===== config.mk =====
export PLATFORM = sky130hd
export DESIGN_NAME = vec_mem_coalescer
export DESIGN_NICKNAME = d
export VERILOG_FILES = /design/src/vec_types_pkg.sv /design/src/vec_mem_coalescer.sv
export SDC_FILE = /design/constraint.sdc
export NUM_CORES = 1
export LEC_CHECK = 0
export ABC_AREA = 1
export BUFFER_PORTS_ARGS = -buffer_cell sky130_fd_sc_hd__buf_4
export CORE_AREA = 3 3 233 235
export CTS_BUF_LIST = sky130_fd_sc_hd__clkbuf_4
export DETAILED_ROUTE_END_ITERATION = 7
export DIE_AREA = 0 0 236 238
export GPL_ROUTABILITY_DRIVEN = 0
export GPL_TIMING_DRIVEN = 0
export PLACE_DENSITY = 0.56
export SYNTH_ARGS = -nofsm -noshare
export SYNTH_HDL_FRONTEND = slang
export SYNTH_SLANG_ARGS = --single-unit

===== constraint.sdc =====
create_clock -name CLK -period 4.3 [get_ports CLK]
set_input_delay 0.43 -clock CLK [delete_from_list [all_inputs] [get_ports CLK]]
set_output_delay 0.43 -clock CLK [all_outputs]
set_load 0.01 [all_outputs]

===== src/vec_types_pkg.sv =====
//########################################
// shared sizes and encodings for the vector load/store path
// sizes are powers of two, the widths below rely on $clog2
// natural alignment of every element is assumed
//########################################
`default_nettype none

package vec_types_pkg;

    // lane and element geometry
    localparam int NUM_LANES = 4;
    localparam int MAX_ELEMS = 16;
    localparam int WORD_SIZE = 32;
    localparam int LANE_IW   = $clog2(NUM_LANES);
    localparam int ELEM_IW   = $clog2(MAX_ELEMS);
    localparam int UOP_W     = $clog2(MAX_ELEMS / NUM_LANES);

    // coalescing block, tag is addr[31:TAG_LSB]
    localparam int BLOCK_BYTES = 16;
    localparam int TAG_LSB     = $clog2(BLOCK_BYTES);

    // data memory, addresses wrap on the low MEM_AW bits
    localparam int MEM_BYTES = 1024;
    localparam int MEM_AW    = $clog2(MEM_BYTES);

    // request queue
    localparam int REQ_DEPTH = 4;
    localparam int REQ_PW    = $clog2(REQ_DEPTH);

    typedef enum logic [1:0] {
        SEW8  = 2'd0,
        SEW16 = 2'd1,
        SEW32 = 2'd2
    } sew_t;

    typedef enum logic [1:0] {
        LB = 2'd0,
        LH = 2'd1,
        LW = 2'd2
    } load_type_t;

    // current lane of the coalescer walk
    typedef enum logic [1:0] {
        VL0 = 2'd0,
        VL1 = 2'd1,
        VL2 = 2'd2,
        VL3 = 2'd3
    } coal_state_t;

endpackage

`default_nettype wire


===== src/vec_mem_coalescer.sv =====
//########################################
// one group per cycle, pushed combinationally
// only later lanes are merged into the current lane's block
// inputs must stay stable while the stall is high
//########################################
`default_nettype none

module vec_mem_coalescer (
    input  logic CLK,
    input  logic nRST,
    input  logic flush,
    input  logic vmem_en,
    input  logic vwrite,
    input  logic [vec_types_pkg::WORD_SIZE-1:0] uop_base,
    input  logic [vec_types_pkg::WORD_SIZE-1:0] stride,
    input  vec_types_pkg::sew_t veew,
    input  logic vindexed,
    input  logic [vec_types_pkg::NUM_LANES-1:0][vec_types_pkg::WORD_SIZE-1:0] vlane_addr,
    input  logic [vec_types_pkg::NUM_LANES-1:0] vlane_mask,
    input  logic [vec_types_pkg::NUM_LANES-1:0][vec_types_pkg::WORD_SIZE-1:0] vlane_store_data,
    input  logic req_ready,
    output logic coalescer_stall,
    output logic req_push,
    output logic [vec_types_pkg::NUM_LANES-1:0] req_lanes,
    output logic [vec_types_pkg::NUM_LANES-1:0][vec_types_pkg::WORD_SIZE-1:0] req_addr,
    output logic [vec_types_pkg::NUM_LANES-1:0][vec_types_pkg::WORD_SIZE-1:0] req_data,
    output vec_types_pkg::load_type_t req_type,
    output logic req_write
);

    import vec_types_pkg::*;

    coal_state_t state, state_next;
    logic [LANE_IW-1:0] cur;
    logic [NUM_LANES-1:0][WORD_SIZE-1:0] lane_addr;
    logic [NUM_LANES-1:0] group;
    logic [NUM_LANES-1:0] lane_req;
    logic [LANE_IW-1:0] next_lane;
    logic found;
    logic step_done;

    assign cur = state;

    always_ff @(posedge CLK or negedge nRST) begin
        if (!nRST) begin
            state <= VL0;
        end else if (flush) begin
            state <= VL0;
        end else begin
            state <= state_next;
        end
    end

    // strided lanes come from the micro-op base, indexed lanes as given
    always_comb begin
        for (int i = 0; i < NUM_LANES; i++) begin
            if (vindexed) begin
                lane_addr[i] = vlane_addr[i];
            end else begin
                lane_addr[i] = uop_base + stride * WORD_SIZE'(i);
            end
        end
    end

    // tag match of later lanes, first miss becomes the next lane
    always_comb begin
        group     = '0;
        found     = 1'b0;
        next_lane = '0;
        for (int j = 0; j < NUM_LANES; j++) begin
            if (j == int'(cur)) begin
                group[j] = 1'b1;
            end else if (j > int'(cur)) begin
                if (lane_addr[j][WORD_SIZE-1:TAG_LSB] == lane_addr[cur][WORD_SIZE-1:TAG_LSB]) begin
                    group[j] = 1'b1;
                end else if (!found) begin
                    found     = 1'b1;
                    next_lane = LANE_IW'(j);
                end
            end
        end
    end

    assign lane_req = group & vlane_mask;

    // an all-masked group completes without a push
    assign step_done = vmem_en && (req_ready || lane_req == '0);
    assign req_push  = vmem_en && (lane_req != '0) && req_ready;

    // stall drops only on the final completed step of the micro-op
    assign coalescer_stall = vmem_en && !(step_done && !found);

    always_comb begin
        state_next = state;
        if (step_done) begin
            if (found) begin
                state_next = coal_state_t'(next_lane);
            end else begin
                state_next = VL0;
            end
        end
    end

    always_comb begin
        case (veew)
            SEW8:    req_type = LB;
            SEW16:   req_type = LH;
            default: req_type = LW;
        endcase
    end

    assign req_lanes = lane_req;
    assign req_addr  = lane_addr;
    assign req_data  = vlane_store_data;
    assign req_write = vwrite;

endmodule

`default_nettype wire


Yosys cells after proc, flatten, opt, wreduce, memory -nomap -nowiden. Cells that the tools add are included.

Flip-flop bits (word level): 2. Input port bits: 333. Output and inout port bits: 265. Logic and storage cells: 70.

$add $sub $neg: 3. Multipliers: 1. Order comparisons: 4. Equal/unequal tests: 7. Muxes and demuxes: 40. Bitwise gates (word level): 1. Reductions and logical operators: 13.

Operators by type and width (number): $mux 32 (5); $add 32x32->32 (3); $eq 28x28->1 (3); $bmux 32 s2 (1); $mul 32x2->32 const B (1); $mux 1 (22); $mux 2 (11); $logic_and 1x1->1 (5); $and 4x4->4 (1); $eq 2x2->1 const A (2); $gt 2x2->1 const A (2); $logic_not 2->1 (2); $logic_not 4->1 (1); $pmux 2 s2 (1); $reduce_bool 4->1 (1); $lt 2x3->1 const B (1); $eq 1x2->1 const A (1); $eq 2x1->1 const B (1); $gt 1x2->1 const A (1); $logic_not 1->1 (2); $reduce_bool 2->1 (1); $logic_or 1x1->1 (1).

Longest topological paths before layout.
Depth in word-level cells: 20. Depth in mapped cells: 32. Mapped depth without buffers: 32.

Least setup slack after synthesis. Ideal clock, no wire load.

Path kind: input port to output port. Start point: input port uop_base[1] (netlist name). End point: output port coalescer_stall. Arrival time: 3.644 ns. Data required time: 3.870 ns. Slack: 0.226 ns. Stages on the path: 24. Path buffers: 0. Cells stage by stage: fa_1 > ha_1 > inv_1 > fa_1 > inv_1 > nand2_1 > nand3_1 > nand2_1 > or2_1 > nand3_1 > nand2_2 > a21oi_2 > nand2_1 > nand2_1 > nand3_1 > nor2_1 > nand3_1 > nor3_2 > nand3_2 > nor2_4 > a21oi_2 > nand2_2 > nand2_2 > a31oi_1.

Elaborated cells on any way between the ends: 37. Those cells by class: add/sub: 3; eq/ne: 3; mux: 23; bitwise: 1; reduce/logical: 7.

RTL lines: from (decl) (RTL line vec_mem_coalescer.sv:14) `input logic [vec_types_pkg::WORD_SIZE-1:0] uop_base,`; $add 32x32->32 (RTL line vec_mem_coalescer.sv:60) `lane_addr[i] = uop_base + stride * WORD_SIZE'(i);`; $mux 32 (RTL line vec_mem_coalescer.sv:57) `if (vindexed) begin`; $bmux 32 s2 (RTL line vec_mem_coalescer.sv:74) `if (lane_addr[j][WORD_SIZE-1:TAG_LSB] == lane_addr[cur][WORD_SIZE-1:TAG_LSB]) begin`; $mux 32 (not written as such) (RTL line vec_mem_coalescer.sv:74); $eq 28x28->1 * (RTL line vec_mem_coalescer.sv:74); $mux 1 * (RTL line vec_mem_coalescer.sv:74); $mux 1 * (RTL line vec_mem_coalescer.sv:73) `end else if (j > int'(cur)) begin`; $mux 1 * (RTL line vec_mem_coalescer.sv:71) `if (j == int'(cur)) begin`; $and 4x4->4 * (RTL line vec_mem_coalescer.sv:84) `assign lane_req = group & vlane_mask;`; net req_lanes (one bit) (RTL line vec_mem_coalescer.sv:24) `output logic [vec_types_pkg::NUM_LANES-1:0] req_lanes,`; $logic_not 4->1 * (RTL line vec_mem_coalescer.sv:87) `assign step_done = vmem_en && (req_ready || lane_req == '0);`; $logic_or 1x1->1 * (RTL line vec_mem_coalescer.sv:87); $logic_and 1x1->1 * (RTL line vec_mem_coalescer.sv:87); $logic_and 1x1->1 * (RTL line vec_mem_coalescer.sv:91) `assign coalescer_stall = vmem_en && !(step_done && !found);`; $logic_not 1->1 * (RTL line vec_mem_coalescer.sv:91); $logic_and 1x1->1 * (RTL line vec_mem_coalescer.sv:91); to (decl) (RTL line vec_mem_coalescer.sv:22) `output logic coalescer_stall,`.

Mark *: on every way through the listed nets, which the timed path passes. The rest lies on a longest branch. The select of a mux whose other input is x is not followed.

Worst setup path in the final report.
Start point: input port stride[2] (netlist name). End point: output port coalescer_stall.

Cells in the longest elaborated chain, start to end: 19. Elaborated cells on any way between the ends: 38. Those cells by class: add/sub: 3; mul: 1; eq/ne: 3; mux: 23; bitwise: 1; reduce/logical: 7.

RTL lines: from (decl) (RTL line vec_mem_coalescer.sv:15) `input logic [vec_types_pkg::WORD_SIZE-1:0] stride,`; $mul 32x2->32 (RTL line vec_mem_coalescer.sv:60); $add 32x32->32 (RTL line vec_mem_coalescer.sv:60); $mux 32 (RTL line vec_mem_coalescer.sv:57); $bmux 32 s2 (RTL line vec_mem_coalescer.sv:74); $mux 32 (not written as such) (RTL line vec_mem_coalescer.sv:74); $eq 28x28->1 (RTL line vec_mem_coalescer.sv:74); $mux 1 (RTL line vec_mem_coalescer.sv:74); $mux 1 (RTL line vec_mem_coalescer.sv:73); (+3 left out); $mux 1 (RTL line vec_mem_coalescer.sv:71); $mux 1 (RTL line vec_mem_coalescer.sv:74); $mux 1 (RTL line vec_mem_coalescer.sv:73); $mux 1 (RTL line vec_mem_coalescer.sv:71); $logic_not 1->1 (RTL line vec_mem_coalescer.sv:91); $logic_and 1x1->1 * (RTL line vec_mem_coalescer.sv:91); $logic_not 1->1 * (RTL line vec_mem_coalescer.sv:91); $logic_and 1x1->1 * (RTL line vec_mem_coalescer.sv:91).

Every way passes the cells marked *; elsewhere a longest branch is shown, timed or not. The select of a mux whose other input is x is not followed.

==> results.cfg <==
[run_status]
status = complete, but fails checks
failed_checks = setup timing

[logic_synthesis]
synthArstFlopShare_pct = 100
synthTopCellsByCount = nand2_1, inv_1, nand3_1
syn_area_sq_um = 13800
ys_dominant_reg_cell = dfrtp_1
seq_area_frac_synth_pct = 0.362
synth_cell_types = 44
avgSynthCellArea_sq_um = 4.96
synth_cells = 2785
synth_edf_count = 0
yosys_register_bits = 2
synth.area.top_cells = nand2_1, inv_1, nand3_1
ys_warn_count = 0
netlist.area_leader.share_pct = 31.5
synth_top_cell_by_area = nand2_1
synthesis.nets = 3242
yosysMostFrequentCell = nand2_1

[clocking]
ctsHtreeMaxLevel = 1
clkSlewWorstSetupHoldPaths_ps = 30
cts.root.buffer_cell = clkbuf_4
cts_sinks = 2
cts_tree = built
cts_buffer_depth = 2
cts_buffers = 3
worstSkewPairLatency_ps = 220

[critical_path]
worstPathRequired_ps = 3870
cp-end-kind = output port
critPathArrivalTime_ps = 4090
path_max_fanout = 6
criticalPathCategory = primary input to output port
rr_worst_depth = 21
worst_setup_path_start_kind = primary input

[floorplan]
chipWidth_um = 236
ioPinCount = 598
die_y_um = 238
row_count = 84
dieArea_sq_um = 56200
start_util_pct = 26.3
coreArea_sq_um = 52400

[worst_hold_path]
hp-class = primary input to flip-flop
min_path_cells = 3

[grt]
grt.overflow.total = 0
grt_max_degree = 11
grt_pass1_vias = 17400
grt_first_pass_wirelength_um = 108000
antenna_found_initial = 3
track_usage_pct = 25.2

[final_layout]
area.growth.synth_to_final_pct = 37.9
drive_gt1_share_pct = 29.2
final_area_sq_um = 19000
fin_nets = 3731
largest_reg_flops = 2

[power]
p_per_area_nw_per_um2 = 207
power_leakage_nw = 11.5
peakVddDrop_v = 0.0000639

[routing]
ant_nets = 0
route.vias.total = 18800
dr.pass1.iters = 5
routed_wl_um = 75800
drc = 0
routedWlPerCell_um = 19.1
drt_first_iter_violations = 1588
viasPerCell = 4.76

[timing]
hold_viol_final = 0
relSlewSlack_pct = 32.6
setup_violations = 3
setup_ws_ps = -225
maxSlewViolCount = 0
tightestPinTransition_ps = 1010
period_share_pct = 105
min_period_ps = 4520
clock.fmax_ghz = 0.221
rsz0062_at_grt = true
skew_ps = 5.03

[placed_design]
place.detailed.hpwl_um = 66300
io_buffers = 467
placed_cell_area_sq_um = 18200
dp_slack_ps = -1050

[run]
drv_cap = 0
routing by layer:
metal / vias up / GRT usage [%] / wire (um)
met5: - / 0 / 13
met4: 2 / 6.25 / 2540
met3: 131 / 2.79 / 5570
met2: 794 / 43.7 / 35800
met1: 8573 / 33.3 / 31900
li1: 9348 / - / -
critical path: stages:
cell and delay [ps]:
buf_4 150, fa_2 610, ha_4 240, nand2_2 110, nand2_2 70, a21oi_2 210, nand2_2 130, nand2_1 70
nand3_1 100, nand2_2 140, nand2_2 50, nand2_2 100, inv_2 40, nand2_2 70, nor2_1 40, nor2_1 80
nand2_1 100, nor2_4 140, nand3_4 120, nor3_4 310, nand3_2 180, nor2_4 130, a21oi_2 40, nand2_2 100
nand2_4 70, a31oi_4 140, buf_6 120
area by class of cell:
cell class / instances / area [sq um]
well taps: 688 / 861
plain buffers: 169 / 1200
inverters: 516 / 1940
repair buffers: 484 / 3660
clock buffers: 3 / 22.5
fillers: 6086 / 33400
diodes: 2 / 5.00
flip-flops and latches: 2 / 50.0
multi-input cells: 2098 / 11300
logic make-up (layout without fill, tap and decap cells):
| family | after synthesis | in the layout | synth area share, % |
|---|---|---|---|
| AND/OR/NAND/NOR | 1842 | 1842 | 57.9 |
| buffers and inverters | 685 | 1172 | 22.7 |
| adder cells (fa/ha/maj) | 124 | 124 | 13.0 |
| AO/OA/AOI/OAI | 118 | 118 | 5.15 |
| XOR/XNOR | 14 | 14 | 0.888 |
| flip-flops | 2 | 2 | 0.362 |
| other | 0 | 2 | 0 |
timing repair:
item                       CTS  global route
hold buffers                 1             0
hold endpoints to repair     2             0
pin swaps                   29            32
setup endpoints to repair    7             7
buffers inserted            10             6
gates resized for setup     62           118
through the flow:
| stage | total power [W] | setup TNS (ps) | hold WS [ps] | utilization [%] | std cells |
|---|---|---|---|---|---|
| after global placement | 0.00355 | -4700 | 214 | 34.7 | 3940 |
| after global routing | 0.00431 | -1190 | 519 | 36.3 | 3962 |
| after floorplan | 0.00222 | 0 | 134 | - | 2785 |
| final | 0.00394 | -471 | 521 | 36.3 | 3962 |
| after CTS | 0.00371 | -494 | 507 | 35.3 | 3954 |
| after detailed placement | 0.00356 | -4880 | 213 | 34.7 | 3940 |
path summary, 6_finish.rpt:
kind                                      end  slack, ps          startpoint
max in group asynchronous  cur[0]$_DFFE_PN0P_       3660                nRST
setup / recovery              coalescer_stall       -220           stride[2]
min in group asynchronous  cur[1]$_DFFE_PN0P_        550                nRST
hold / removal             cur[1]$_DFFE_PN0P_        520             vmem_en
setup reg to reg           cur[1]$_DFFE_PN0P_        540  cur[1]$_DFFE_PN0P_
hold reg to reg            cur[0]$_DFFE_PN0P_        660  cur[0]$_DFFE_PN0P_
report_power, final:
group / internal [W] / switching [W]
Sequential: 0.0000212 / 0.000000541
Clock: 0.0000308 / 0.0000106
Combinational: 0.00145 / 0.00243
cell usage in the layout, fill, tap and decap left out, types with 22 or more instances in the layout:
cell,synthesis,layout
nand4_1,43,43
nor2_1,182,155
inv_2,22,24
nand3_1,261,239
buf_4,137,615
a21oi_1,49,43
nor2_2,32,49
or2_2,22,22
inv_1,490,486
ha_1,91,68
nand2_2,51,87
fa_1,33,30
nand3_2,22,39
nand2_1,1161,1119
(Power assumes the default switching activity.)
