**config.mk**
```make
export PLATFORM = sky130hd
export DESIGN_NAME = lsc_req_fifo
export DESIGN_NICKNAME = d
export VERILOG_FILES = /design/src/vec_types_pkg.sv /design/src/lsc_req_fifo.sv
export SDC_FILE = /design/constraint.sdc
export NUM_CORES = 1
export LEC_CHECK = 0
export BUFFER_PORTS_ARGS = -buffer_cell sky130_fd_sc_hd__buf_4
export CAP_MARGIN = 10
export CORE_MARGIN = 4
export CORE_UTILIZATION = 31
export CTS_CLUSTER_SIZE = 8
export DETAILED_ROUTE_END_ITERATION = 10
export RECOVER_POWER = 100
export SYNTH_ARGS = -nofsm -noshare
export SYNTH_HDL_FRONTEND = slang
export SYNTH_SLANG_ARGS = --single-unit
```
**constraint.sdc**
```tcl
create_clock -name CLK -period 10.5 [get_ports CLK]
set_input_delay 1.575 -clock CLK [delete_from_list [all_inputs] [get_ports CLK]]
set_output_delay 1.575 -clock CLK [all_outputs]
set_load 0.02 [all_outputs]
```
**src/vec_types_pkg.sv**
```systemverilog
//########################################
// shared sizes and encodings for the vector load/store path
// sizes are powers of two, the widths below rely on $clog2
// natural alignment of every element is assumed
//########################################
`default_nettype none

package vec_types_pkg;

    // lane and element geometry
    localparam int NUM_LANES = 4;
    localparam int MAX_ELEMS = 16;
    localparam int WORD_SIZE = 32;
    localparam int LANE_IW   = $clog2(NUM_LANES);
    localparam int ELEM_IW   = $clog2(MAX_ELEMS);
    localparam int UOP_W     = $clog2(MAX_ELEMS / NUM_LANES);

    // coalescing block, tag is addr[31:TAG_LSB]
    localparam int BLOCK_BYTES = 16;
    localparam int TAG_LSB     = $clog2(BLOCK_BYTES);

    // data memory, addresses wrap on the low MEM_AW bits
    localparam int MEM_BYTES = 1024;
    localparam int MEM_AW    = $clog2(MEM_BYTES);

    // request queue
    localparam int REQ_DEPTH = 4;
    localparam int REQ_PW    = $clog2(REQ_DEPTH);

    typedef enum logic [1:0] {
        SEW8  = 2'd0,
        SEW16 = 2'd1,
        SEW32 = 2'd2
    } sew_t;

    typedef enum logic [1:0] {
        LB = 2'd0,
        LH = 2'd1,
        LW = 2'd2
    } load_type_t;

    // current lane of the coalescer walk
    typedef enum logic [1:0] {
        VL0 = 2'd0,
        VL1 = 2'd1,
        VL2 = 2'd2,
        VL3 = 2'd3
    } coal_state_t;

endpackage

`default_nettype wire

```
**src/lsc_req_fifo.sv**
```systemverilog
//########################################
// push is dropped when full, pop when empty
// req_ready and q_valid are registered levels
//########################################
`default_nettype none

module lsc_req_fifo (
    input  logic CLK,
    input  logic nRST,
    input  logic flush,
    input  logic req_push,
    input  logic [vec_types_pkg::NUM_LANES-1:0] req_lanes,
    input  logic [vec_types_pkg::NUM_LANES-1:0][vec_types_pkg::WORD_SIZE-1:0] req_addr,
    input  logic [vec_types_pkg::NUM_LANES-1:0][vec_types_pkg::WORD_SIZE-1:0] req_data,
    input  vec_types_pkg::load_type_t req_type,
    input  logic req_write,
    input  logic pop,
    output logic req_ready,
    output logic q_valid,
    output logic [vec_types_pkg::NUM_LANES-1:0] q_lanes,
    output logic [vec_types_pkg::NUM_LANES-1:0][vec_types_pkg::WORD_SIZE-1:0] q_addr,
    output logic [vec_types_pkg::NUM_LANES-1:0][vec_types_pkg::WORD_SIZE-1:0] q_data,
    output vec_types_pkg::load_type_t q_type,
    output logic q_write
);

    import vec_types_pkg::*;

    logic [NUM_LANES-1:0] lanes_q [REQ_DEPTH];
    logic [NUM_LANES-1:0][WORD_SIZE-1:0] addr_q [REQ_DEPTH];
    logic [NUM_LANES-1:0][WORD_SIZE-1:0] data_q [REQ_DEPTH];
    load_type_t type_q [REQ_DEPTH];
    logic write_q [REQ_DEPTH];

    logic [REQ_PW-1:0] rd_ptr;
    logic [REQ_PW-1:0] wr_ptr;
    logic [REQ_PW:0] count;
    logic do_push;
    logic do_pop;

    assign req_ready = count != (REQ_PW + 1)'(REQ_DEPTH);
    assign q_valid   = count != '0;
    assign do_push   = req_push && req_ready;
    assign do_pop    = pop && q_valid;

    always_ff @(posedge CLK) begin
        if (do_push) begin
            lanes_q[wr_ptr] <= req_lanes;
            addr_q[wr_ptr]  <= req_addr;
            data_q[wr_ptr]  <= req_data;
            type_q[wr_ptr]  <= req_type;
            write_q[wr_ptr] <= req_write;
        end
    end

    always_ff @(posedge CLK or negedge nRST) begin
        if (!nRST) begin
            rd_ptr <= '0;
            wr_ptr <= '0;
            count  <= '0;
        end else if (flush) begin
            rd_ptr <= '0;
            wr_ptr <= '0;
            count  <= '0;
        end else begin
            // pointers wrap, depth is a power of two
            if (do_push) begin
                wr_ptr <= wr_ptr + 1'b1;
            end
            if (do_pop) begin
                rd_ptr <= rd_ptr + 1'b1;
            end
            if (do_push && !do_pop) begin
                count <= count + 1'b1;
            end else if (do_pop && !do_push) begin
                count <= count - 1'b1;
            end
        end
    end

    assign q_lanes = lanes_q[rd_ptr];
    assign q_addr  = addr_q[rd_ptr];
    assign q_data  = data_q[rd_ptr];
    assign q_type  = type_q[rd_ptr];
    assign q_write = write_q[rd_ptr];

endmodule

`default_nettype wire

```
After elaboration in Yosys (flattened, before gate mapping)
Memories as Yosys holds them, arrays and structs flattened.
Index checks and enable logic that the tools add are counted.
{"block": "word_totals", "ff_bits": 7, "mem_bits_rw": 1052, "out_inout_bits": 265, "memories": 5}
{"name": "addr_q", "depth": 4, "word_bits": 128, "rd": 1, "rd_clocked_by_memory_dff": 0, "wr": 1, "line": "lsc_req_fifo.sv:30", "source": "logic [NUM_LANES-1:0][WORD_SIZE-1:0] addr_q [REQ_DEPTH];"}
{"name": "data_q", "depth": 4, "word_bits": 128, "rd": 1, "rd_clocked_by_memory_dff": 0, "wr": 1, "line": "lsc_req_fifo.sv:31", "source": "logic [NUM_LANES-1:0][WORD_SIZE-1:0] data_q [REQ_DEPTH];"}
{"name": "lanes_q", "depth": 4, "word_bits": 4, "rd": 1, "rd_clocked_by_memory_dff": 0, "wr": 1, "line": "lsc_req_fifo.sv:29", "source": "logic [NUM_LANES-1:0] lanes_q [REQ_DEPTH];"}
{"name": "type_q", "depth": 4, "word_bits": 2, "rd": 1, "rd_clocked_by_memory_dff": 0, "wr": 1, "line": "lsc_req_fifo.sv:32", "source": "load_type_t type_q [REQ_DEPTH];"}
{"name": "write_q", "depth": 4, "word_bits": 1, "rd": 1, "rd_clocked_by_memory_dff": 0, "wr": 1, "line": "lsc_req_fifo.sv:33", "source": "logic write_q [REQ_DEPTH];"}
{"block": "classes", "addsub": 4, "n_eq_ne": 1, "muxes": 9, "reduce_logical": 10}
{"op": "2-to-1 mux 3 bit", "n": 3}
{"op": "2-to-1 mux 2 bit", "n": 4}
{"op": "nonzero test 3 bit", "n": 2}
{"op": "adder 2 x 1 -> 2 bit (second input constant)", "n": 2}
{"op": "logical AND 1 bit", "n": 4}
{"op": "nonzero test 2 bit", "n": 2}
{"op": "adder 3 x 1 -> 3 bit (second input constant)", "n": 1}
{"op": "!= test 3 bit (second input constant)", "n": 1}
{"op": "subtractor 3 x 1 -> 3 bit (second input constant)", "n": 1}
{"op": "logical NOT 1 bit", "n": 2}
{"op": "2-to-1 mux 1 bit", "n": 2}

Depth between registers and ports, before layout
Gate-level depths: netlist (run 1).
{"block": "logic_depth", "word_depth": 7, "mapped_depth": 7, "depth_no_buf": 6}

Worst setup path after synthesis (run 1)
No wires, ideal clock.
{"block": "synth_path", "kind": "input-to-reg", "startpoint": "input req_push", "endpoint": "memory addr_q[0][0] in the netlist's numbering (enable)", "t_arrival_ns": 7.893, "t_required_ns": 9.841, "setup_slack_ns": 1.947, "path_stages": 2, "cell_sequence": "clkbuf_1 -> and3_1"}
{"block": "synth_via", "elab_chain_cells": 3}
{"element": "from (decl)", "line": "lsc_req_fifo.sv:11", "source": "input logic req_push,"}
{"element": "logical AND 1 bit", "line": "lsc_req_fifo.sv:43", "source": "assign do_push = req_push && req_ready;"}
{"element": "2-to-1 mux 1 bit", "line": "lsc_req_fifo.sv:47", "source": "if (do_push) begin"}
{"element": "2-to-1 mux 1 bit (not written as such)", "line": "lsc_req_fifo.sv:49", "source": "addr_q[wr_ptr] <= req_addr;"}
{"element": "to (decl)", "line": "lsc_req_fifo.sv:30"}
Every way passes these cells.

Worst setup path after layout (run 1)
{"block": "layout_path", "startpoint": "input req_push", "endpoint": "memory addr_q[1][4] in the netlist's numbering (enable)"}
The elaborated chain is that of the path after synthesis.

==> impl_metrics.json, run 1 <==
{
  "place_hpwl_um": 50400,
  "p_seq_share_pct": 43.8,
  "place.gp.congestion": 0.728,
  "endpoint_kind": "register",
  "path_clk_slew_ps": 50,
  "antenna_found_initial": 21,
  "leakagePower_uw": 0.0140,
  "avgSynthCellArea_um2": 27.0,
  "synth_cell_types": 34,
  "clkSinkCount": 1059,
  "worst_pin_slew_ps": 3980,
  "grt_usage_pct": 12.6,
  "synth_area_leaders": "edfxtp_1 82%, mux4_2 15%, buf_12 1.1%, dfrtp_1 0.45%, buf_2 0.35%",
  "setup_viol": 0,
  "crit_type": "input port to register",
  "ctsHoldBuffers": 0,
  "async_flop_share_pct": 0.661,
  "p_sw_uw": 3240,
  "ant_nets": 0,
  "die_area_um2": 131000,
  "ctsLongestPathBuffers": 3,
  "max-slew-margin-rel_pct": -165,
  "yosysSeqAreaShare_pct": 82.0,
  "drv_cap": 12,
  "hold_path_class": "register to register",
  "synth_commonest_cells": "1052 x edfxtp_1, 263 x mux4_2, 27 x buf_2",
  "p_per_area_nw_per_um2": 254,
  "finClkSkew_ps": 26.2,
  "layout.nets": 2348,
  "core_area_um2": 124000,
  "boundaryPins": 533,
  "synthToLayoutAreaGrowth_pct": 19.6,
  "ys_seq_elements": 1059,
  "via_per_inst": 4.63,
  "grt_pass1_vias": 19100,
  "fin_crit_ps": 7200,
  "clockPowerShare_pct": 35.9,
  "grt_max_degree": 139,
  "tns_ps": 0,
  "cts_tree": "done",
  "grt_first_pass_wirelength_um": 124000,
  "start_kind": "input port",
  "synth_cells": 1435,
  "fmax_mhz": 139,
  "synthFlopType": "edfxtp_1",
  "ir_drop_mv": 0.162,
  "rsz0062_at_grt": "false",
  "drc": 0,
  "cp_data_arrival_time_ps": 7530,
  "rows": 129,
  "p_int_uw": 8550,
  "synth-edff-count": 1052,
  "vias": 17400,
  "wl_um": 83100,
  "fill_cells": 11400,
  "syn-num-nets": 1708,
  "cts_setup_buffers": 0,
  "p_comb_share_pct": 20.3,
  "grt.overflow.total": 0,
  "layout-drive-gt1-share_pct": 21.6,
  "status": "complete, but fails checks",
  "worstPathMaxFanout": 58,
  "post-route-period-util_pct": 68.5,
  "whs_ps": 609,
  "yosysWarnings": 0,
  "syn_area_um2": 38800,
  "start_util_pct": 31.3,
  "report.final.slew_viol_count": 800,
  "final-hold-violation-count": 0,
  "io_buffers": 532,
  "cts.repair.resized": 0,
  "die_h_um": 362,
  "clock_latency_ps": 740,
  "wl_per_cell_um": 22.2,
  "swShare_pct": 27.5,
  "drt_iter0_drc": 1273,
  "dr.pass1.iters": 5,
  "synth_top_area_cell": "edfxtp_1",
  "cts_root_buf": "clkbuf_16",
  "die_w_um": 362,
  "critPathRequiredTime_ps": 10840,
  "violations": "max-capacitance violations, max-slew violations",
  "yosysTopAreaCellShare_pct": 81.5,
  "h-tree-depth": 4,
  "synthMostInstantiatedCell": "edfxtp_1",
  "cts_buffers": 151
}
## power by group through the flow
stage	Combinational (uW)	Clock (uW)	Sequential (uW)
3_5_place_dp	2860	0	5230
5_1_grt	2570	4570	5200
4_1_cts	2870	4360	5150
6_report	2390	4230	5170
3_3_place_gp	2840	0	5210
2_1_floorplan	1890	0	5250
## worst paths after layout
check,from,endpoint,slack (ps),cells past startpoint
max,req_push,addr_q[1][4],3300,4
min,wr_ptr[0],wr_ptr[0],610,2
max reg2reg,count[2],addr_q[1][4],3410,5
min reg2reg,wr_ptr[0],wr_ptr[0],610,2
max in group asynchronous,nRST,rd_ptr[1],9450,1
min in group asynchronous,nRST,wr_ptr[1],730,1
## routing by layer
layer | up-vias | wire, um | global-route usage, %
met5 | - | 117 | 0
met3 | 172 | 7450 | 5.16
met1 | 9095 | 31200 | 14.7
li1 | 7502 | - | -
met4 | 18 | 2000 | 4.61
met2 | 565 | 42300 | 21.1
## per-stage QoR
stage	instance area (um2)	power [uW]	utilization, %	worst slack (ps)	cells
6_report	46300	11800	37.4	3300	3747
5_1_grt	46300	12300	37.4	2750	3741
4_1_cts	48400	12400	39.0	4710	3734
3_5_place_dp	44300	8090	35.8	5550	3559
3_3_place_gp	44300	8050	35.8	5560	3559
2_1_floorplan	38800	7140	-	1950	1435
## cells in the final DEF (no fill, tap or decap), types with 2 or more instances in the layout
cell	count
xor2_1	2
mux2i_1	2
dfrtp_1	6
o21ai_0	2
ha_1	4
clkinv_8	2
clkbuf_16	154
and3_1	4
mux4_2	263
clkbuf_2	3
clkbuf_1	541
inv_6	6
buf_12	4
buf_4	13
mux2_2	2
edfxtp_1	1052
inv_1	6
nor2_1	9
diode_2	13
nand3_1	2
a21oi_1	2
nand3b_1	2
## final cells by class
class | count | area (um2) | area share, %
clock buffer | 164 | 3890 | 8.40
multi-input combinational | 306 | 6250 | 13.5
sequential | 1059 | 31800 | 68.5
antenna | 13 | 32.5 | 0.0702
tap | 1637 | 2050 | 4.42
inverter | 6 | 22.5 | 0.0486
timing repair buffer | 551 | 2190 | 4.72
clock inverter | 11 | 153 | 0.329
## critical path, cell delays in order
cell	delay (ps)
buf_4	140
and3_1	1690
clkbuf_1	2850
buf_4	1040
## flip-flops by register name, summed over array words and instances, names as in the netlist
signal	cells
lanes_q	16
rd_ptr	2
data_q	512
addr_q	512
type_q	8
write_q	4
wr_ptr	2
count	3
## cells by family (layout without fill, tap and decap cells)
family | count (synthesis) | in the layout | synth area share [%]
flip-flops | 1059 | 1059 | 82.0
multiplexers | 267 | 267 | 15.4
buffers and inverters | 70 | 732 | 1.91
AND/OR/NAND/NOR | 21 | 21 | 0.290
AO/OA/AOI/OAI | 11 | 11 | 0.226
adder cells (fa/ha/maj) | 5 | 5 | 0.181
XOR/XNOR | 2 | 2 | 0.0452
other | 0 | 13 | 0
No activity file was read; power rests on OpenSTA's default activity.
==> run 2, diff against run 1 <==
clock period = 5.9 ns   (was 10.5 ns; I/O delays follow)
==> run 2 against run 1 <==
  * The flow still finishes with violations (max-capacitance violations, max-slew violations)
  * Routed wire length is 2.7% higher
  * Combinational power is 80% higher
  * Register-to-register slack worse by 2200 ps
  * Sequential cell count stayed put
  * Setup slack worse by 2100 ps
  * Via count is 0.43% higher
  * Critical endpoint is now data_q[1][100]
  * Largest power group unchanged
==> impl_metrics.json, run 2 (synthesized netlist as in run 1, its figures left out) <==
{
  "status": "complete, but fails checks",
  "violations": "max-capacitance violations, max-slew violations",
  "report.final.slew_viol_count": 707,
  "worstPathMaxFanout": 105,
  "max-slew-margin-rel_pct": -166,
  "r2r_setup_slack_ps": 1220,
  "layout.nets": 2361,
  "cts_root_buf": "clkbuf_16",
  "place_hpwl_um": 52300,
  "rsz0062_at_grt": "false",
  "mostFrequentLayoutCells": "1052 x edfxtp_1, 545 x clkbuf_1, 263 x mux4_2",
  "finClkSkew_ps": 31.2,
  "crit_type": "register to register",
  "reg_top3": "addr_q (512), data_q (512), lanes_q (16)",
  "leakagePower_uw": 0.0142,
  "io_buffers": 532,
  "core_area_um2": 124000,
  "wl_um": 85400,
  "final-hold-violation-count": 0,
  "area.sequential_um2": 31800,
  "grt.overflow.total": 0,
  "drc": 0,
  "clkSinkCount": 1059,
  "critPathRequiredTime_ps": 6220,
  "fill_cells": 11400,
  "grt_max_degree": 137,
  "hold_path_class": "input port to register",
  "synthToLayoutAreaGrowth_pct": 20.5,
  "drv_cap": 9,
  "dp_cells": 3570,
  "vias": 17400,
  "cts_setup_buffers": 0,
  "final_util_pct": 37.7,
  "ctsLongestPathBuffers": 3,
  "h-tree-depth": 4,
  "cts.repair.resized": 0,
  "p_per_area_nw_per_um2": 455,
  "cts_buffers": 152,
  "setup_viol": 0,
  "post-route-period-util_pct": 79.2,
  "boundaryPins": 533,
  "p_total_uw": 21300,
  "path_clk_slew_ps": 50,
  "fin_crit_ps": 4680,
  "via_per_inst": 4.61,
  "clock_latency_ps": 750,
  "worst_pin_slew_ps": 4000,
  "fin_cells": 3776,
  "ant_nets": 0,
  "place.gp.congestion": 0.741,
  "crit_buf_inv": 2,
  "path_cells": "nor3b_1, inv_1, and3_1, clkbuf_4",
  "cp_top_family": "simple AND/OR/NAND/NOR gates",
  "cp_slowest_cell": "and3_1",
  "die_area_um2": 131000,
  "tns_ps": 0,
  "wl_per_cell_um": 22.6,
  "start_util_pct": 31.3,
  "rows": 129,
  "whs_ps": 376,
  "cp_data_arrival_time_ps": 4990,
  "cts_tree": "done",
  "antenna_found_initial": 16,
  "grt_usage_pct": 13.1,
  "grt_first_pass_wirelength_um": 127000,
  "start_kind": "register",
  "grt_pass1_vias": 19200,
  "die_w_um": 362,
  "endpoint_kind": "register",
  "die_h_um": 362,
  "dr.pass1.iters": 5,
  "final_common_cell": "edfxtp_1",
  "slowest_delay_ps": 1550,
  "ir_drop_mv": 0.303,
  "drt_iter0_drc": 1381,
  "layout-drive-gt1-share_pct": 22.5,
  "fmax_mhz": 214,
  "multiInputGateArea_um2": 6250
}
-- run 2: cell types whose count changed in the layout (fill, tap and decap cells not counted), moves of 2 or more --
cell      previous run  this run
diode_2             13         9
clkinv_2             0         2
clkinv_1             0         3
inv_16               0         4
buf_4               13        25
clkbuf_1           541       545
inv_6                6         4
buf_12               4         9
-- run 2: area by class of cell --
type,count,share of cell area (%)
sequential,1059,68.0
multi-input combinational,306,13.4
clock buffer,178,8.49
timing repair buffer,563,5.07
tap,1637,4.39
clock inverter,18,0.525
inverter,6,0.0482
antenna,9,0.0482
-- run 2: repair_timing --
item                       in CTS  in global routing
hold endpoints to repair        7                  0
hold buffers                    1                  0
setup endpoints to repair       0                  0
-- run 2: stage by stage --
stage	worst slack (ps)	area (um2)
final	1220	46700
after global routing	855	46700
after CTS	1730	48700
after detailed placement	2610	44500
after global placement	2620	44500
after floorplan	1050	38800
-- run 2: final timing paths --
path | depth (start not counted) | start | to
min | 2 | flush | wr_ptr[1]
min reg2reg | 2 | wr_ptr[0] | wr_ptr[0]
max in group asynchronous | 2 | nRST | rd_ptr[0]
max | 4 | count[2] | data_q[1][100]
max reg2reg | 4 | count[2] | data_q[1][100]
min in group asynchronous | 2 | nRST | count[1]
-- run 2: worst reg2reg max path: stages (launching register included) --
cell and delay, ps:
dfrtp_1 480, nor3b_1 220, inv_1 180, and3_1 1550, clkbuf_4 1550
-- run 2: where the power goes --
part           total [uW]  internal (uW)  switching [uW]
Sequential           9220           9000             218
Clock                7730           4730            3000
Combinational        4310           1610            2690
-- run 2: routing by layer --
layer  vias to the layer above  GRT usage [%]  share of wire [%]
met5                         -              0               0.12
met4                        14           4.27                2.2
met3                       147           5.40                8.6
met2                       583           22.1                 51
met1                      9143           15.2                 38
li1                       7539              -                  -
