### src/vec_types_pkg.sv
//########################################
// shared sizes and encodings for the vector load/store path
// sizes are powers of two, the widths below rely on $clog2
// natural alignment of every element is assumed
//########################################
`default_nettype none

package vec_types_pkg;

    // lane and element geometry
    localparam int NUM_LANES = 4;
    localparam int MAX_ELEMS = 16;
    localparam int WORD_SIZE = 32;
    localparam int LANE_IW   = $clog2(NUM_LANES);
    localparam int ELEM_IW   = $clog2(MAX_ELEMS);
    localparam int UOP_W     = $clog2(MAX_ELEMS / NUM_LANES);

    // coalescing block, tag is addr[31:TAG_LSB]
    localparam int BLOCK_BYTES = 16;
    localparam int TAG_LSB     = $clog2(BLOCK_BYTES);

    // data memory, addresses wrap on the low MEM_AW bits
    localparam int MEM_BYTES = 1024;
    localparam int MEM_AW    = $clog2(MEM_BYTES);

    // request queue
    localparam int REQ_DEPTH = 4;
    localparam int REQ_PW    = $clog2(REQ_DEPTH);

    typedef enum logic [1:0] {
        SEW8  = 2'd0,
        SEW16 = 2'd1,
        SEW32 = 2'd2
    } sew_t;

    typedef enum logic [1:0] {
        LB = 2'd0,
        LH = 2'd1,
        LW = 2'd2
    } load_type_t;

    // current lane of the coalescer walk
    typedef enum logic [1:0] {
        VL0 = 2'd0,
        VL1 = 2'd1,
        VL2 = 2'd2,
        VL3 = 2'd3
    } coal_state_t;

endpackage

`default_nettype wire

### src/vec_uop_sequencer.sv
//########################################
// staging file must be written before vstart, not while busy
// vstart is ignored while busy is high
// vl of zero still issues one fully masked micro-op
//########################################
`default_nettype none

module vec_uop_sequencer (
    input  logic CLK,
    input  logic nRST,
    input  logic flush,
    input  logic elem_we,
    input  logic [vec_types_pkg::ELEM_IW-1:0] elem_idx,
    input  logic [vec_types_pkg::WORD_SIZE-1:0] elem_offset,
    input  logic [vec_types_pkg::WORD_SIZE-1:0] elem_data,
    input  logic vstart,
    input  logic [vec_types_pkg::WORD_SIZE-1:0] base,
    input  logic [vec_types_pkg::WORD_SIZE-1:0] stride,
    input  vec_types_pkg::sew_t veew,
    input  logic vindexed,
    input  logic vwrite,
    input  logic [vec_types_pkg::ELEM_IW:0] vl,
    input  logic [vec_types_pkg::MAX_ELEMS-1:0] vmask,
    input  logic coalescer_stall,
    output logic busy,
    output logic vmem_en,
    output logic vwrite_o,
    output logic [vec_types_pkg::WORD_SIZE-1:0] uop_base,
    output logic [vec_types_pkg::WORD_SIZE-1:0] stride_o,
    output vec_types_pkg::sew_t veew_o,
    output logic vindexed_o,
    output logic [vec_types_pkg::NUM_LANES-1:0][vec_types_pkg::WORD_SIZE-1:0] vlane_addr,
    output logic [vec_types_pkg::NUM_LANES-1:0] vlane_mask,
    output logic [vec_types_pkg::NUM_LANES-1:0][vec_types_pkg::WORD_SIZE-1:0] vlane_store_data
);

    import vec_types_pkg::*;

    logic [WORD_SIZE-1:0] offset_mem [MAX_ELEMS];
    logic [WORD_SIZE-1:0] data_mem [MAX_ELEMS];

    logic [WORD_SIZE-1:0] base_r;
    logic [MAX_ELEMS-1:0] vmask_r;
    logic [ELEM_IW:0] vl_r;
    logic [UOP_W-1:0] uop_num;
    logic start;
    logic advance;
    logic last_uop;

    assign start   = vstart && !busy;
    assign advance = busy && !coalescer_stall;
    // last micro-op once its end element reaches vl
    assign last_uop = ({1'b0, uop_num, {LANE_IW{1'b0}}} + (ELEM_IW + 1)'(NUM_LANES)) >= vl_r;

    // element staging file
    always_ff @(posedge CLK) begin
        if (elem_we) begin
            offset_mem[elem_idx] <= elem_offset;
            data_mem[elem_idx]   <= elem_data;
        end
    end

    // instruction fields, captured on an accepted start
    always_ff @(posedge CLK) begin
        if (start) begin
            base_r     <= base;
            stride_o   <= stride;
            veew_o     <= veew;
            vindexed_o <= vindexed;
            vwrite_o   <= vwrite;
            vl_r       <= vl;
            vmask_r    <= vmask;
        end
    end

    always_ff @(posedge CLK or negedge nRST) begin
        if (!nRST) begin
            busy    <= 1'b0;
            uop_num <= '0;
        end else if (flush) begin
            busy    <= 1'b0;
            uop_num <= '0;
        end else if (start) begin
            busy    <= 1'b1;
            uop_num <= '0;
        end else if (advance) begin
            if (last_uop) begin
                busy <= 1'b0;
            end else begin
                uop_num <= uop_num + 1'b1;
            end
        end
    end

    assign vmem_en  = busy;
    assign uop_base = base_r + stride_o * WORD_SIZE'({uop_num, {LANE_IW{1'b0}}});

    for (genvar i = 0; i < NUM_LANES; i++) begin : g_lane
        logic [ELEM_IW-1:0] eidx;

        assign eidx                = {uop_num, LANE_IW'(i)};
        assign vlane_addr[i]       = base_r + offset_mem[eidx];
        // tail elements past vl are masked off
        assign vlane_mask[i]       = vmask_r[eidx] && ({1'b0, eidx} < vl_r);
        assign vlane_store_data[i] = data_mem[eidx];
    end

endmodule

`default_nettype wire
### config.mk
export PLATFORM = sky130hd
export DESIGN_NAME = vec_uop_sequencer
export DESIGN_NICKNAME = d
export VERILOG_FILES = /design/src/vec_types_pkg.sv /design/src/vec_uop_sequencer.sv
export SDC_FILE = /design/constraint.sdc
export NUM_CORES = 1
export LEC_CHECK = 0
export BUFFER_PORTS_ARGS = -buffer_cell sky130_fd_sc_hd__buf_4
export CAP_MARGIN = 20
export CORE_MARGIN = 2
export CORE_UTILIZATION = 30
export CTS_CLUSTER_DIAMETER = 150
export DETAILED_ROUTE_END_ITERATION = 6
export PLACE_DENSITY = 0.57
export SKIP_CTS_REPAIR_TIMING = 1
export SYNTH_ARGS = -nofsm -noshare
export SYNTH_HDL_FRONTEND = slang
export SYNTH_SLANG_ARGS = --single-unit
export TNS_END_PERCENT = 10
### constraint.sdc
create_clock -name CLK -period 5.94 [get_ports CLK]
set_clock_uncertainty 0.15 [all_clocks]
set_input_delay 0.594 -clock CLK [delete_from_list [all_inputs] [get_ports CLK]]
set_output_delay 0.594 -clock CLK [all_outputs]
set_load 0.05 [all_outputs]
Word-level counts from Yosys, hierarchy flattened
Memory sizes are Yosys's and may differ from the RTL's.
Cells that the tools add are included.
Widths: inputs -> output; s select.
{ "totals": {"wordCells": 59, "ramBits": 1024, "mem_count": 2, "ff_bits": 92, "output_inout_bits": 330} }
{ "mem_list": {"columns": ["name", "words", "word_bits", "rd", "rd_clocked_by_memory_dff", "wr", "line_no", "rtl"], "rows": [
  ["data_mem", 16, 32, 4, 0, 1, "vec_uop_sequencer.sv:40", "logic [WORD_SIZE-1:0] data_mem [MAX_ELEMS];"],
  ["offset_mem", 16, 32, 4, 0, 1, "vec_uop_sequencer.sv:39", "logic [WORD_SIZE-1:0] offset_mem [MAX_ELEMS];"]
]} }
{ "op_classes": {"n_eq_ne": 1, "addsub": 7, "order_cmp": 9, "n_reduce_logical": 12, "mul": 1, "mux": 18} }
{ "ops": {"columns": ["cell", "count"], "rows": [
  ["$add 32x32->32", 5],
  ["$mul 32x2->30", 1],
  ["$lt 4x5->1", 4],
  ["$lt 4x5->1 const B", 4],
  ["$mux 1", 10],
  ["$bmux 1 s2", 4],
  ["$mux 2", 4],
  ["$logic_and 1x1->1", 6],
  ["$reduce_bool 3->1", 2],
  ["$add 4x3->5 const B", 1],
  ["$ge 5x5->1", 1],
  ["$reduce_and 2->1", 2],
  ["$ne 3x3->1 const B", 1],
  ["$add 2x1->2 const B", 1],
  ["$logic_not 1->1", 2]
]} }

Depth between registers and ports, before layout
Gate-level depths: netlist (run 1).
{ "logic_depth": {"word_depth": 6, "depth_mapped": 30} }

Worst setup path before layout (run 1)
No wires, ideal clock.
{ "synth_path": {"path_type": "register to output", "start": "register uop_num[0]", "end": "output port uop_base[30] in the netlist's numbering", "setup_slack_ps": -954, "n_path_buf": 5, "required_time_ps": 5196, "stages_incl_launch_ff": 31, "t_arrival_ps": 6150, "cell_sequence": "dfrtp_1 -> clkbuf_1 -> clkbuf_1 -> buf_2 -> clkbuf_1 -> clkbuf_1 -> and2_1 -> ha_1 -> inv_1 -> fa_1 -> nand2b_1 -> a211oi_1 -> o21ai_1 -> a41oi_1 -> o21a_1 -> o21a_1 -> o21ai_0 -> nand2b_1 -> a21oi_1 -> xnor2_1 -> ha_1 -> a21o_1 -> a21oi_1 -> nor2b_1 -> o21ai_0 -> nand2b_1 -> a21oi_1 -> nand3_1 -> a21o_1 -> a21oi_1 -> xnor2_1"} }
{ "synth_via": {"elab_chain_len": 2} }
{ "synth_rtl": {"columns": ["item", "line_no", "rtl"], "rows": [
  ["from (decl)", "vec_uop_sequencer.sv:45", "logic [UOP_W-1:0] uop_num;"],
  ["from (signal assigned)", "vec_uop_sequencer.sv:90", "uop_num <= uop_num + 1'b1;"],
  ["$mul 32x2->30", "vec_uop_sequencer.sv:96", "assign uop_base = base_r + stride_o * WORD_SIZE'({uop_num, {LANE_IW{1'b0}}});"],
  ["$add 32x32->32", "vec_uop_sequencer.sv:96", null],
  ["to (decl)", "vec_uop_sequencer.sv:28", "output logic [vec_types_pkg::WORD_SIZE-1:0] uop_base,"]
]} }
No other way between the ends.

==> results summary, run 1 <==
The run finished, with violations left. The checks that failed: setup timing. The via count of the first global-routing pass is 28.9k. The worst setup path is of the flip-flop to output pin kind. The post-route worst setup slack is -0.0920 ns. The number of nets in the finished design came out at 3969. The total clock sinks is 1116. The cell area that synthesis handed to floorplanning was 49200 µm².

The number of pins exceeding their max-slew limit in the final report is 0. The total clock buffers created by CTS is 120. The startpoint type of the worst setup path is a flip-flop.

The floorplan step defined a die boundary enclosing 167000 µm². The total number of placement rows came out at 148. The CTS tree is done.

The via count of the routed design is 29.3k. The leakage dissipation is 0.0221 µW. By area, the combinational part of the netlist is dominated by multiplexers.

The total wirelength of the detailed-routed design is 150000 µm. The number of buffers between clock root and the deepest sink is 3. The DRC violation total after the first TritonRoute iteration came out at 2091. The number of antenna violations at the first check in global routing is 10. Buffers placed on the I/O ports in this run total 492.

At the worst endpoint, the arrival time is 5.29 ns. The power per cell area is 311 nW/µm². The minimum clock period after layout came out at 6.03 ns. The count of warnings emitted by yosys is 0. Setup repair after global routing could not meet its margin everywhere.

Summing the areas of all fa, ha and maj instances in the mapped netlist gives 5.11% of the synthesized area. The final count of hold timing violations is 0. Yosys mapped a number of flops with a built-in enable equal to 1113.

The number of routed nets with antenna violations came out at 0. The number of standard cells in the layout, taps in and fillers out is 5887. The origin of the critical flop-to-flop path is uop_num[1]. The largest fanout on the critical path is 13. After Yosys synthesis, XOR and XNOR cells account for 2.83% of the synthesized area. The pin count of the biggest net entering global routing is 78. The portion of the clock cycle consumed by the worst path in the final layout is 102%. The worst hold slack is 0.0403 ns. The worst hold path belongs to the class primary input to flip-flop. The synthesized netlist devotes 6.36% of its cell area to compound gates. The area share of the largest cell type after synthesis is 68.0%. Across the VDD grid, the largest voltage drop is 0.000323 V.

The first detailed-routing pass took 6 iterations. Once the floorplan was initialized, standard cells occupied 30.2% of the core. The wire length of the first global-routing pass is 206000 µm.

The library cell used most frequently in the layout, excluding fill and tap cells, is edfxtp_1. At the worst endpoint, the required time is 5.20 ns. After clock tree synthesis, the clock-pin slew on the worst setup and hold paths is 0.06 ns.

The post-route cell area came out at 63200 µm². The cell count after placement came out at 5471. The placement-stage cell area is 56300 µm².

Timing would allow up to 0.166 GHz. The number of H-tree levels came out at 3. The root buffer cell chosen for the clock tree is clkbuf_16.

Headroom to the max-slew limit came out at 26.7%. The most critical setup path has its startpoint at uop_num[0]. The fill cell total of the finished layout is 14.9k. The net count after synthesis came out at 3150. The slew at the pin with the worst max-slew slack came out at 1.09 ns.

Global routing consumed, over all layers together, 17.1% of the routing resources. The synthesized area per cell came out at 17.6 µm². The share of synthesized area spent on multiplexers is 12.0%. The worst setup path is captured at an output pin.

The number of design rule violations left after detail routing is 0. The fraction of final layout cells sized beyond drive strength 1 is 33.6%. The core area is 163000 µm². The total of max-cap violations is 0. The sum of negative setup slack is -0.292 ns. The placed wire-length estimate after detailed placement is 100000 µm. The fraction of registers with async set/reset came out at 0.269%. The synthesized design spends more area on one cell type than any other, namely edfxtp_1.

Synthesis inferred 1116 register bits. The weighted congestion reported at the end of routability-driven placement came out at 0.868. After Yosys synthesis, and, or, nand and nor cells account for 4.52% of the synthesized area. The top-level I/O count came out at 493.

The post-detailed-route wirelength per cell came out at 25.5 µm. The setup-violating endpoint count in the final report came out at 6. The library cells used most frequently in the layout, excluding fill and tap cells, are edfxtp_1, buf_4, mux4_2.

The die extent in y is 409 µm. The power after layout is 19700 µW. In the synthesized netlist, the number of instances is 2790. The most used flip-flop cell after synthesis is edfxtp_1.

The worst hold path begins at elem_data[20]. The number of vias per cell after detailed routing is 4.98. The total overflow left after global routing is 0.

The share of synthesized area occupied by flip-flops and latches came out at 68.1%. The floorplan die width came out at 409 µm. The clock insertion delay at the later pin of the skew report came out at 0.74 ns. From synthesis to final layout, the design area changed by 28.6%. The post-synthesis cell type count is 78.

By area the synthesized netlist is led by edfxtp_1, mux4_2, ha_1.
[final timing paths]
path / to / slack [ns] / cells after the start
worst min-delay path: data_mem[1][20] / 0.04 / 1
worst min register to register: vmask_r[5] / 0.69 / 1
worst max register to register: uop_num[1] / 1.96 / 10
max in group asynchronous: uop_num[1] / 5.41 / 2
min in group asynchronous: uop_num[0] / 0.08 / 2
worst max-delay path: vlane_addr[60] / -0.09 / 15
[where the power goes]
| part | switching [µW] | total, µW | internal, µW |
|---|---|---|---|
| combinational | 2100 | 3150 | 1050 |
| clock | 3190 | 7550 | 4360 |
| sequential | 101 | 8960 | 8860 |
| total | 5390 | 19700 | 14300 |
[stage by stage]
stage / util [%] / setup slack (ns)
2_1_floorplan: - / -0.233
3_3_place_gp: 34.5 / 0.197
3_5_place_dp: 34.6 / 0.193
4_1_cts: 37.0 / -0.671
5_1_grt: 38.8 / -0.351
6_report: 38.8 / -0.0920
[logic make-up (layout without fill, tap and decap cells)]
kind of cell | after synthesis | in the layout
other | 0 | 4
AO/OA/AOI/OAI | 483 | 483
adder cells (fa/ha/maj) | 197 | 197
multiplexers | 263 | 263
XOR/XNOR | 159 | 159
flip-flops | 1116 | 1116
buffers and inverters | 135 | 1053
AND/OR/NAND/NOR | 437 | 437
[state kept, by name, indices dropped and copies added, names as in the netlist]
| signal | flops |
|---|---|
| offset_mem | 512 |
| busy | 1 |
| uop_num | 2 |
| vwrite_o | 1 |
| stride_o | 32 |
| data_mem | 512 |
| vmask_r | 16 |
| veew_o | 2 |
| vl_r | 5 |
| vindexed_o | 1 |
| base_r | 32 |
[cell type report]
class / instances / area (µm²) / share of cell area (%)
Sequential cell: 1116 / 33500 / 53.0
Clock buffer: 138 / 3070 / 4.86
Multi-Input combinational cell: 1539 / 16200 / 25.6
Antenna cell: 4 / 10.0 / 0.0158
Tap cell: 2175 / 2720 / 4.31
Clock inverter: 83 / 902 / 1.43
Inverter: 57 / 214 / 0.339
Timing Repair Buffer: 775 / 6590 / 10.4
[critical path: stages, from the launching register on]
cell and delay, ns:
dfrtp_4 0.53, buf_4 0.22, clkbuf_16 0.22, clkbuf_16 0.22, mux4_2 0.51, ha_1 0.30
a211o_1 0.28, a211oi_2 0.26, o211ai_1 0.14, o211ai_1 0.29, a21oi_2 0.17, o311ai_4 0.31
a31o_4 0.26, or4b_1 0.45, o211ai_1 0.12, buf_4 0.23
[synth_stat cells, drive strengths merged, types with 22 or more instances]
cell type and count:
a21o 85, ha 191, a21oi 150, nand3 39, o21ai 90, o21bai 22, mux4 260, buf 37
nor2b 27, and2 62, edfxtp 1113, nor2 116, o21a 23, xnor2 118, nand2 74, inv 57
nand2b 31, clkbuf 41, nor3 25, xor2 41
[routing by layer]
layer	part of all wire (%)	vias up	GRT usage [%]
li1	-	13000	-
met1	43	15200	22.3
met2	47	952	27.5
met3	8.0	175	5.59
met4	2.0	8	3.80
met5	0.039	-	0
No activity file was read; power rests on OpenSTA's default activity.
==> run 2, diff against run 1 <==
Settings changed: PLACE_DENSITY 0.57 to 0.55.
Clock period 5.94 ns to 7.1 ns, I/O delays scaled along.
==> run 2 against run 1 <==
The flow now finishes without violations. Utilization decreased by 1.4 points. Register-to-register slack gained 1.7 ns. First-iteration DRC count is 8.0% higher. Sequential share of layout area up 1.9 points. Non-clock buffer count shrank 134. Combinational power shrank 21%. Cell count is 2.3% lower. Clock power is 13% lower. Count of clock-buffer cells in the layout up 14. Hold slack improved by 0.058 ns. Global-route usage grew 0.32 points. Critical path type unchanged. Largest cell class unchanged.
==> results summary, run 2 (synthesis results as in run 1) <==
At the pin with the least slew margin, the transition time is 1.06 ns. The data required time of the critical path is 6.24 ns. Data arrives at the worst endpoint at 5.81 ns. The die extent in y is 409 µm. The detailed-router iteration count before antenna repair is 5.

On the worst path, the slowest cell contributes a delay of 0.52 ns. For this design, the sink count on the clock tree is 1116. The via count of the first global-routing pass is 28.9k.

Counting I/O delays and the setup requirement, the final critical path takes 6.67 ns. The region available for standard cell placement spans 163000 µm². The initial standard-cell utilization of the core came out at 30.2%. Wires add up to 148000 µm. The cell occurring most often along the worst timing path is a21oi_1. The wire length of the first global-routing pass is 210000 µm. The path class of the tightest hold or removal check is primary input to flip-flop.

The largest fanout on the critical path came out at 20. The library cells used most frequently in the layout, excluding fill and tap cells, are edfxtp_1, buf_4, mux4_2. The total clock buffers created by CTS is 130. Detailed placement ended at an HPWL of 98600 µm. The worst voltage drop across the vdd grid is 0.000251 V.

The number of placed instances, taps included, is 5435. The largest registers in the layout are data_mem: 512 flops, offset_mem: 512 flops. The library cell used most frequently in the layout, excluding fill and tap cells, is edfxtp_1.

The leakage dissipation came out at 0.0213 µW. Grouping stages by cell kind, the critical path spends the most delay in compound AO/OA/AOI/OAI gates. The via count of the routed design came out at 28.5k. The number of design rule violations left after detail routing is 0. The weighted congestion reported at the end of routability-driven placement came out at 0.860. For this design the top-level I/O count stands at 493. The run finished with clean final reports.

The total die area came out at 167000 µm². The fraction of final layout cells sized beyond drive strength 1 is 28.8%. Static timing analysis puts the maximum clock frequency at 0.150 GHz.

The largest individual stage delay along the critical path comes from the cell dfrtp_4. The net count of the finished layout is 3845. The most critical setup path has its startpoint at uop_num[1]. The number of vias per cell after detailed routing is 4.96.

The worst relative slew slack came out at 28.5%. The area growth from synthesis to layout is 24.1%. The number of pins exceeding their max-slew limit in the final report is 0. For this design the total switching power over the nets is 4500 µW. The CTS clock-pin slew for the worst setup and hold paths is 0.06 ns. The number of standard cells in the layout, taps in and fillers out is 5752.

The pin count of the biggest net entering global routing came out at 102. The global-route usage over all layers came out at 17.4%. In this run the core area contains 148 standard-cell rows. The final count of hold timing violations came out at 0.

The setup-violating endpoint count in the final report is 0. The floorplan die width is 409 µm. In this run the remaining antenna-violating nets after routing total 0. The worst-case setup slack after placement came out at 0.778 ns. The internal power consumption is 12000 µW. The cell at the root of the clock tree is clkbuf_16. The clock insertion delay at the later pin of the skew report came out at 0.76 ns. In this run, the clock network consumes 39.7% of the power.

The worst setup path is captured at an output pin. After detailed routing, the average wire length per cell comes to 25.8 µm. The number of buffers between clock root and the deepest sink came out at 3. TritonCTS built the clock tree. The sum of buffers and inverters on the critical path came out at 3. The worst register-to-register path begins at uop_num[0]. The remaining global-route overflow is 0. The critical path is of the flip-flop to output pin type.

The first routing iteration left 2258 violations. The design draws 16600 µW. The power per cell area is 271 nW/µm². The number of port buffers came out at 492.

The number of antenna violations at the first check in global routing came out at 9. The part of the power in registers is 45.3%. The signal on the critical path passes through buf_4 > nand2_1 > inv_1 > ha_1 > a211oi_1 > o21bai_1 > a21oi_1 > o21bai_1 > a21oi_1 > o21bai_1 > a21oi_1 > xnor2_1 > ha_1 > o21a_1 > o21ai_1 > nand2b_1 > a21oi_1 > a31oi_1 > a221oi_4 > o21ai_1 > nor2b_1 > a31oi_1 > xnor2_1 > buf_4. The portion of the clock cycle consumed by the worst path in the final layout came out at 94.0%. The tool flagged a number of max-cap violations equal to 0. In this run switching power makes up 27.2% of total power.

Across all setup checks in the final design, the least slack found is 0.425 ns. The startpoint type of the worst setup path is a flip-flop. In this run, the combinational gates consume 15.0% of the power. The number of H-tree levels is 4. The worst hold path startpoint is elem_data[16].
[run 2: cell count changes in the layout (fill, tap and decap cells not counted), sizes merged]
cell and change:
buf -73, dlygate4sd3 -54, clkinv -9, clkbuf +7, clkinvlp -5, inv +5
bufinv -3, diode -3
[run 2: worst paths after layout]
kind / end / slack, ns / cells past startpoint
worst max-delay path: uop_base[27] / 0.43 / 24
worst min-delay path: data_mem[12][16] / 0.1 / 1
worst max register to register: uop_num[0] / 3.69 / 9
worst min register to register: busy / 0.50 / 1
max in group asynchronous: uop_num[1] / 6.46 / 2
min in group asynchronous: uop_num[0] / 0.18 / 2
[run 2: through the flow]
step / hold WS, ns / TNS (ns) / utilization, % / instance area [µm²]
after detailed placement: 0.393 / 0 / 34.3 / 55800
after global routing: 0.0638 / -0.00239 / 37.5 / 61000
after CTS: -0.449 / -0.157 / 36.9 / 60000
after floorplan: 0.264 / 0 / - / 49200
after global placement: 0.389 / 0 / 34.3 / 55800
final: 0.0988 / 0 / 37.5 / 61000
[run 2: cell type report]
class	count	area, µm²
antenna	1	2.50
clock buffer	152	3380
clock inverter	71	768
fill	15100	102000
inverter	57	214
multi-input combinational	1539	15300
sequential	1116	33500
tap	2175	2720
timing repair buffer	641	5110
[run 2: power by group through the flow]
stage | clock network [µW] | registers [µW] | logic, µW
after detailed placement | 0 | 7640 | 2460
after global routing | 6990 | 7510 | 2620
after CTS | 6750 | 7500 | 2470
final | 6570 | 7500 | 2490
after floorplan | 0 | 7640 | 1480
after global placement | 0 | 7630 | 2450
[run 2: layer usage]
metal	track usage (%)	vias to the layer above	wire, µm	part of all wire, %
met5	0	-	30	0.020
met1	22.8	14700	63400	43
li1	-	12700	-	-
met2	28.2	909	70100	47
met3	5.36	177	11800	7.9
met4	4.10	6	3120	2.1
==> run 3, diff against run 2 <==
Settings changed: ABC_AREA set to 1.
==> run 3 against run 2 <==
Combinational power rose by 47%. Cell area rose by 4.8%. Hold slack got worse by 0.037 ns. Sequential share of layout area fell by 2.5 points. Global-route usage rose by 2.5 points. Die area rose by 7.3%. Cell count rose by 38%. Worst setup slack improved by 0.53 ns. Sequential power rose by 0.5%.
==> results summary, run 3 <==
The synthesized area came out at 52800 µm². After synthesis, the share of flip-flops with an asynchronous set or reset is 0.269%. By area the synthesized netlist is led by edfxtp_1, nand2_1, o21ai_0. The floorplan die width came out at 423 µm.

The count of nets left with antenna violations once routing finished came out at 0. The via count of the routed design is 39.8k. The biggest cell delay along the critical path came out at 0.85 ns. The slew at the pin with the worst max-slew slack came out at 0.964 ns.

The internal power consumption came out at 11900 µW. The core area came out at 174000 µm². The synthesized area per cell is 10.7 µm². The final count of hold timing violations is 0. The worst hold slack came out at 0.0615 ns. Relative to the synthesized area, the layout overhead comes to 21.1%. The number of nets in the finished design came out at 5864. The number of antenna violations at the first check in global routing is 5. The power per cell area came out at 273 nW/µm².

The wire-length estimate of the detail-placed layout is 126000 µm. The share of the core filled with cells in the final layout came out at 36.6%. The cell family contributing the most delay on the critical path is simple AND/OR/NAND/NOR gates.

The DRC violation total after the first TritonRoute iteration is 3197. The run finished with clean final reports. The endpoint arrival time on the critical path is 5.29 ns. By instance count, the cell type seen most on the critical path is nand2_1.

The largest registers in the layout are data_mem: 512 flops, offset_mem: 512 flops. The worst voltage drop across the vdd grid is 0.000221 V. Sequential cells were found to cover 63.5% of the synthesized design area. Along the worst path, the maximum fanout reaches 56. The path type of the worst setup path is flip-flop to output pin. The power spent charging and discharging nets came out at 5580 µW.

The path length in cells of the critical path is 25. The count of state elements after synthesis came out at 1116. Leaving out fill and tap cells, the most frequent cell in the layout is edfxtp_1. The portion of the clock cycle consumed by the worst path in the final layout came out at 86.6%. The weighted congestion reported at the end of routability-driven placement is 0.966. The total of max-cap violations came out at 0. The setup-violating endpoint count in the final report is 0. The number of buffers between clock root and the deepest sink is 3. The fill cell total of the finished layout is 17.3k. Setup repair after global routing left no endpoint under its margin.

The depth of the worst hold-timing path is 1. Among all flip-flop cells after synthesis, the most frequent one is edfxtp_1. The fraction of final layout cells sized beyond drive strength 1 came out at 13.9%. The switching power as a share of total power is 32.0%. The first detailed-routing pass ran for 6 iterations.

The remaining global-route overflow is 0. The die extent in y came out at 423 µm. Entering global routing, the biggest net connects 189 pins. Counting both buffers and inverters, the worst setup path holds a total of 5. The number of port buffers is 492. The number of cells produced by synthesis came out at 4933. The total die area is 179000 µm². The total wirelength of the detailed-routed design came out at 185000 µm. The post-detailed-route wirelength per cell came out at 23.4 µm.

The initial utilization of the core area, before any placement, comes to 30.3%. The number of nets in the synthesized netlist is 5293. The number of clock buffers added by TritonCTS is 119. The number of pins exceeding their max-slew limit in the final report was 0. The number of vias per cell after detailed routing is 5.01. The CTS clock-pin slew for the worst setup and hold paths came out at 0.07 ns.

The worst pin sits at a relative slew slack of 35.7%. The cell with the most instances after synthesis is edfxtp_1. For this run, design rule violations remaining after detail routing come to 0.

The top-level I/O count is 493. The clock insertion delay at the later pin of the skew report came out at 0.74 ns. The worst setup path is captured at an output pin. Leaving out fill and tap cells, the most frequent cells in the layout are edfxtp_1, nand2_1, nor2_1. The largest individual stage delay along the critical path comes from the cell dfrtp_4. The maximum clock rate came out at 0.163 GHz. The area share of the largest cell type after synthesis came out at 63.3%. Global routing used 19.9% of the available tracks. The minimum clock period after layout came out at 6.15 ns. The first global-routing pass estimated 262000 µm of wire. The logic gate share of total power came out at 20.9%.

The post-synthesis cell type count is 46. STA classifies the critical path startpoint as a flip-flop. The leakage dissipation is 0.0246 µW. The min-delay analysis places its worst path in the category primary input to flip-flop.

In this run the clock root is driven by a clkbuf_16. Of all cell types, the one taking the most synthesized area is edfxtp_1. The via count of the first global-routing pass came to 38.1k. The total clock sinks is 1116. The number of H-tree levels came out at 3. The worst register-to-register path has a depth of 11. In the final timing run, aggregate negative setup slack is 0 ns.

TritonCTS built the clock tree. The number of enable-type register cells in the synthesized netlist is 1113. The share of power burned in the clock network came out at 35.9%. The data required time of the critical path came out at 6.24 ns. The reg2reg setup slack is 2.66 ns. After synthesis, the most frequently instantiated cells are edfxtp_1, nand2_1, nor2_1. The total number of placement rows is 153. The count of warnings emitted by yosys is 0. The part of the power in registers is 43.2%.
==> run 3: layout make-up <==
type | count | area, µm² | area share [%]
Clock inverter | 86 | 858 | 1.34
Antenna cell | 2 | 5.00 | 0.00783
Inverter | 318 | 1220 | 1.91
Clock buffer | 137 | 3090 | 4.83
Timing Repair Buffer | 632 | 5020 | 7.85
Sequential cell | 1116 | 33500 | 52.4
Multi-Input combinational cell | 3317 | 17300 | 27.1
Tap cell | 2325 | 2910 | 4.55
==> run 3: per-layer routing <==
layer / wire [µm] / vias up / part of all wire [%] / GRT usage, %
li1: - / 18700 / - / -
met2: 91400 / 1207 / 49 / 34.4
met4: 7170 / 6 / 3.9 / 7.25
met1: 75700 / 19600 / 41 / 24.4
met5: 29 / - / 0.016 / 0
met3: 11100 / 261 / 6.0 / 3.97
==> run 3: per-stage QoR <==
stage                     area [µm²]  total power (µW)  worst slack (ns)  instances
final                          63900             17500             0.953       7933
after CTS                      63000             17600             0.925       7842
after detailed placement       59100             11300              1.80       7619
after global placement         59100             11300              1.72       7619
after global routing           63900             18000             0.521       7931
after floorplan                52800              9850              2.01       4933
==> run 3: power by group through the flow <==
stage | Clock [µW] | Combinational, µW | Sequential [µW]
after floorplan | 0 | 2180 | 7660
after global placement | 0 | 3620 | 7680
after detailed placement | 0 | 3630 | 7680
after CTS | 6410 | 3640 | 7540
after global routing | 6650 | 3850 | 7550
final | 6270 | 3650 | 7540
==> run 3: final timing paths <==
path	from	endpoint
max reg2reg	uop_num[1]	uop_num[1]
min in group asynchronous	nRST	uop_num[1]
max in group asynchronous	nRST	uop_num[0]
max	uop_num[1]	uop_base[25]
min reg2reg	busy	busy
min	base[13]	base_r[13]
==> run 3: cells by family (layout without fill, tap and decap cells) <==
| logic type | count (synthesis) | count (layout) | synth area share (%) |
|---|---|---|---|
| xor gates and xnor gates | 105 | 105 | 1.74 |
| and+or+nand+nor | 1878 | 1878 | 14.3 |
| adders and majority gates | 197 | 197 | 4.76 |
| DFF | 1116 | 1116 | 63.5 |
| AOI/OAI and AO/OA | 1137 | 1137 | 11.7 |
| buffers and inverters | 500 | 1173 | 3.95 |
| other | 0 | 2 | 0 |
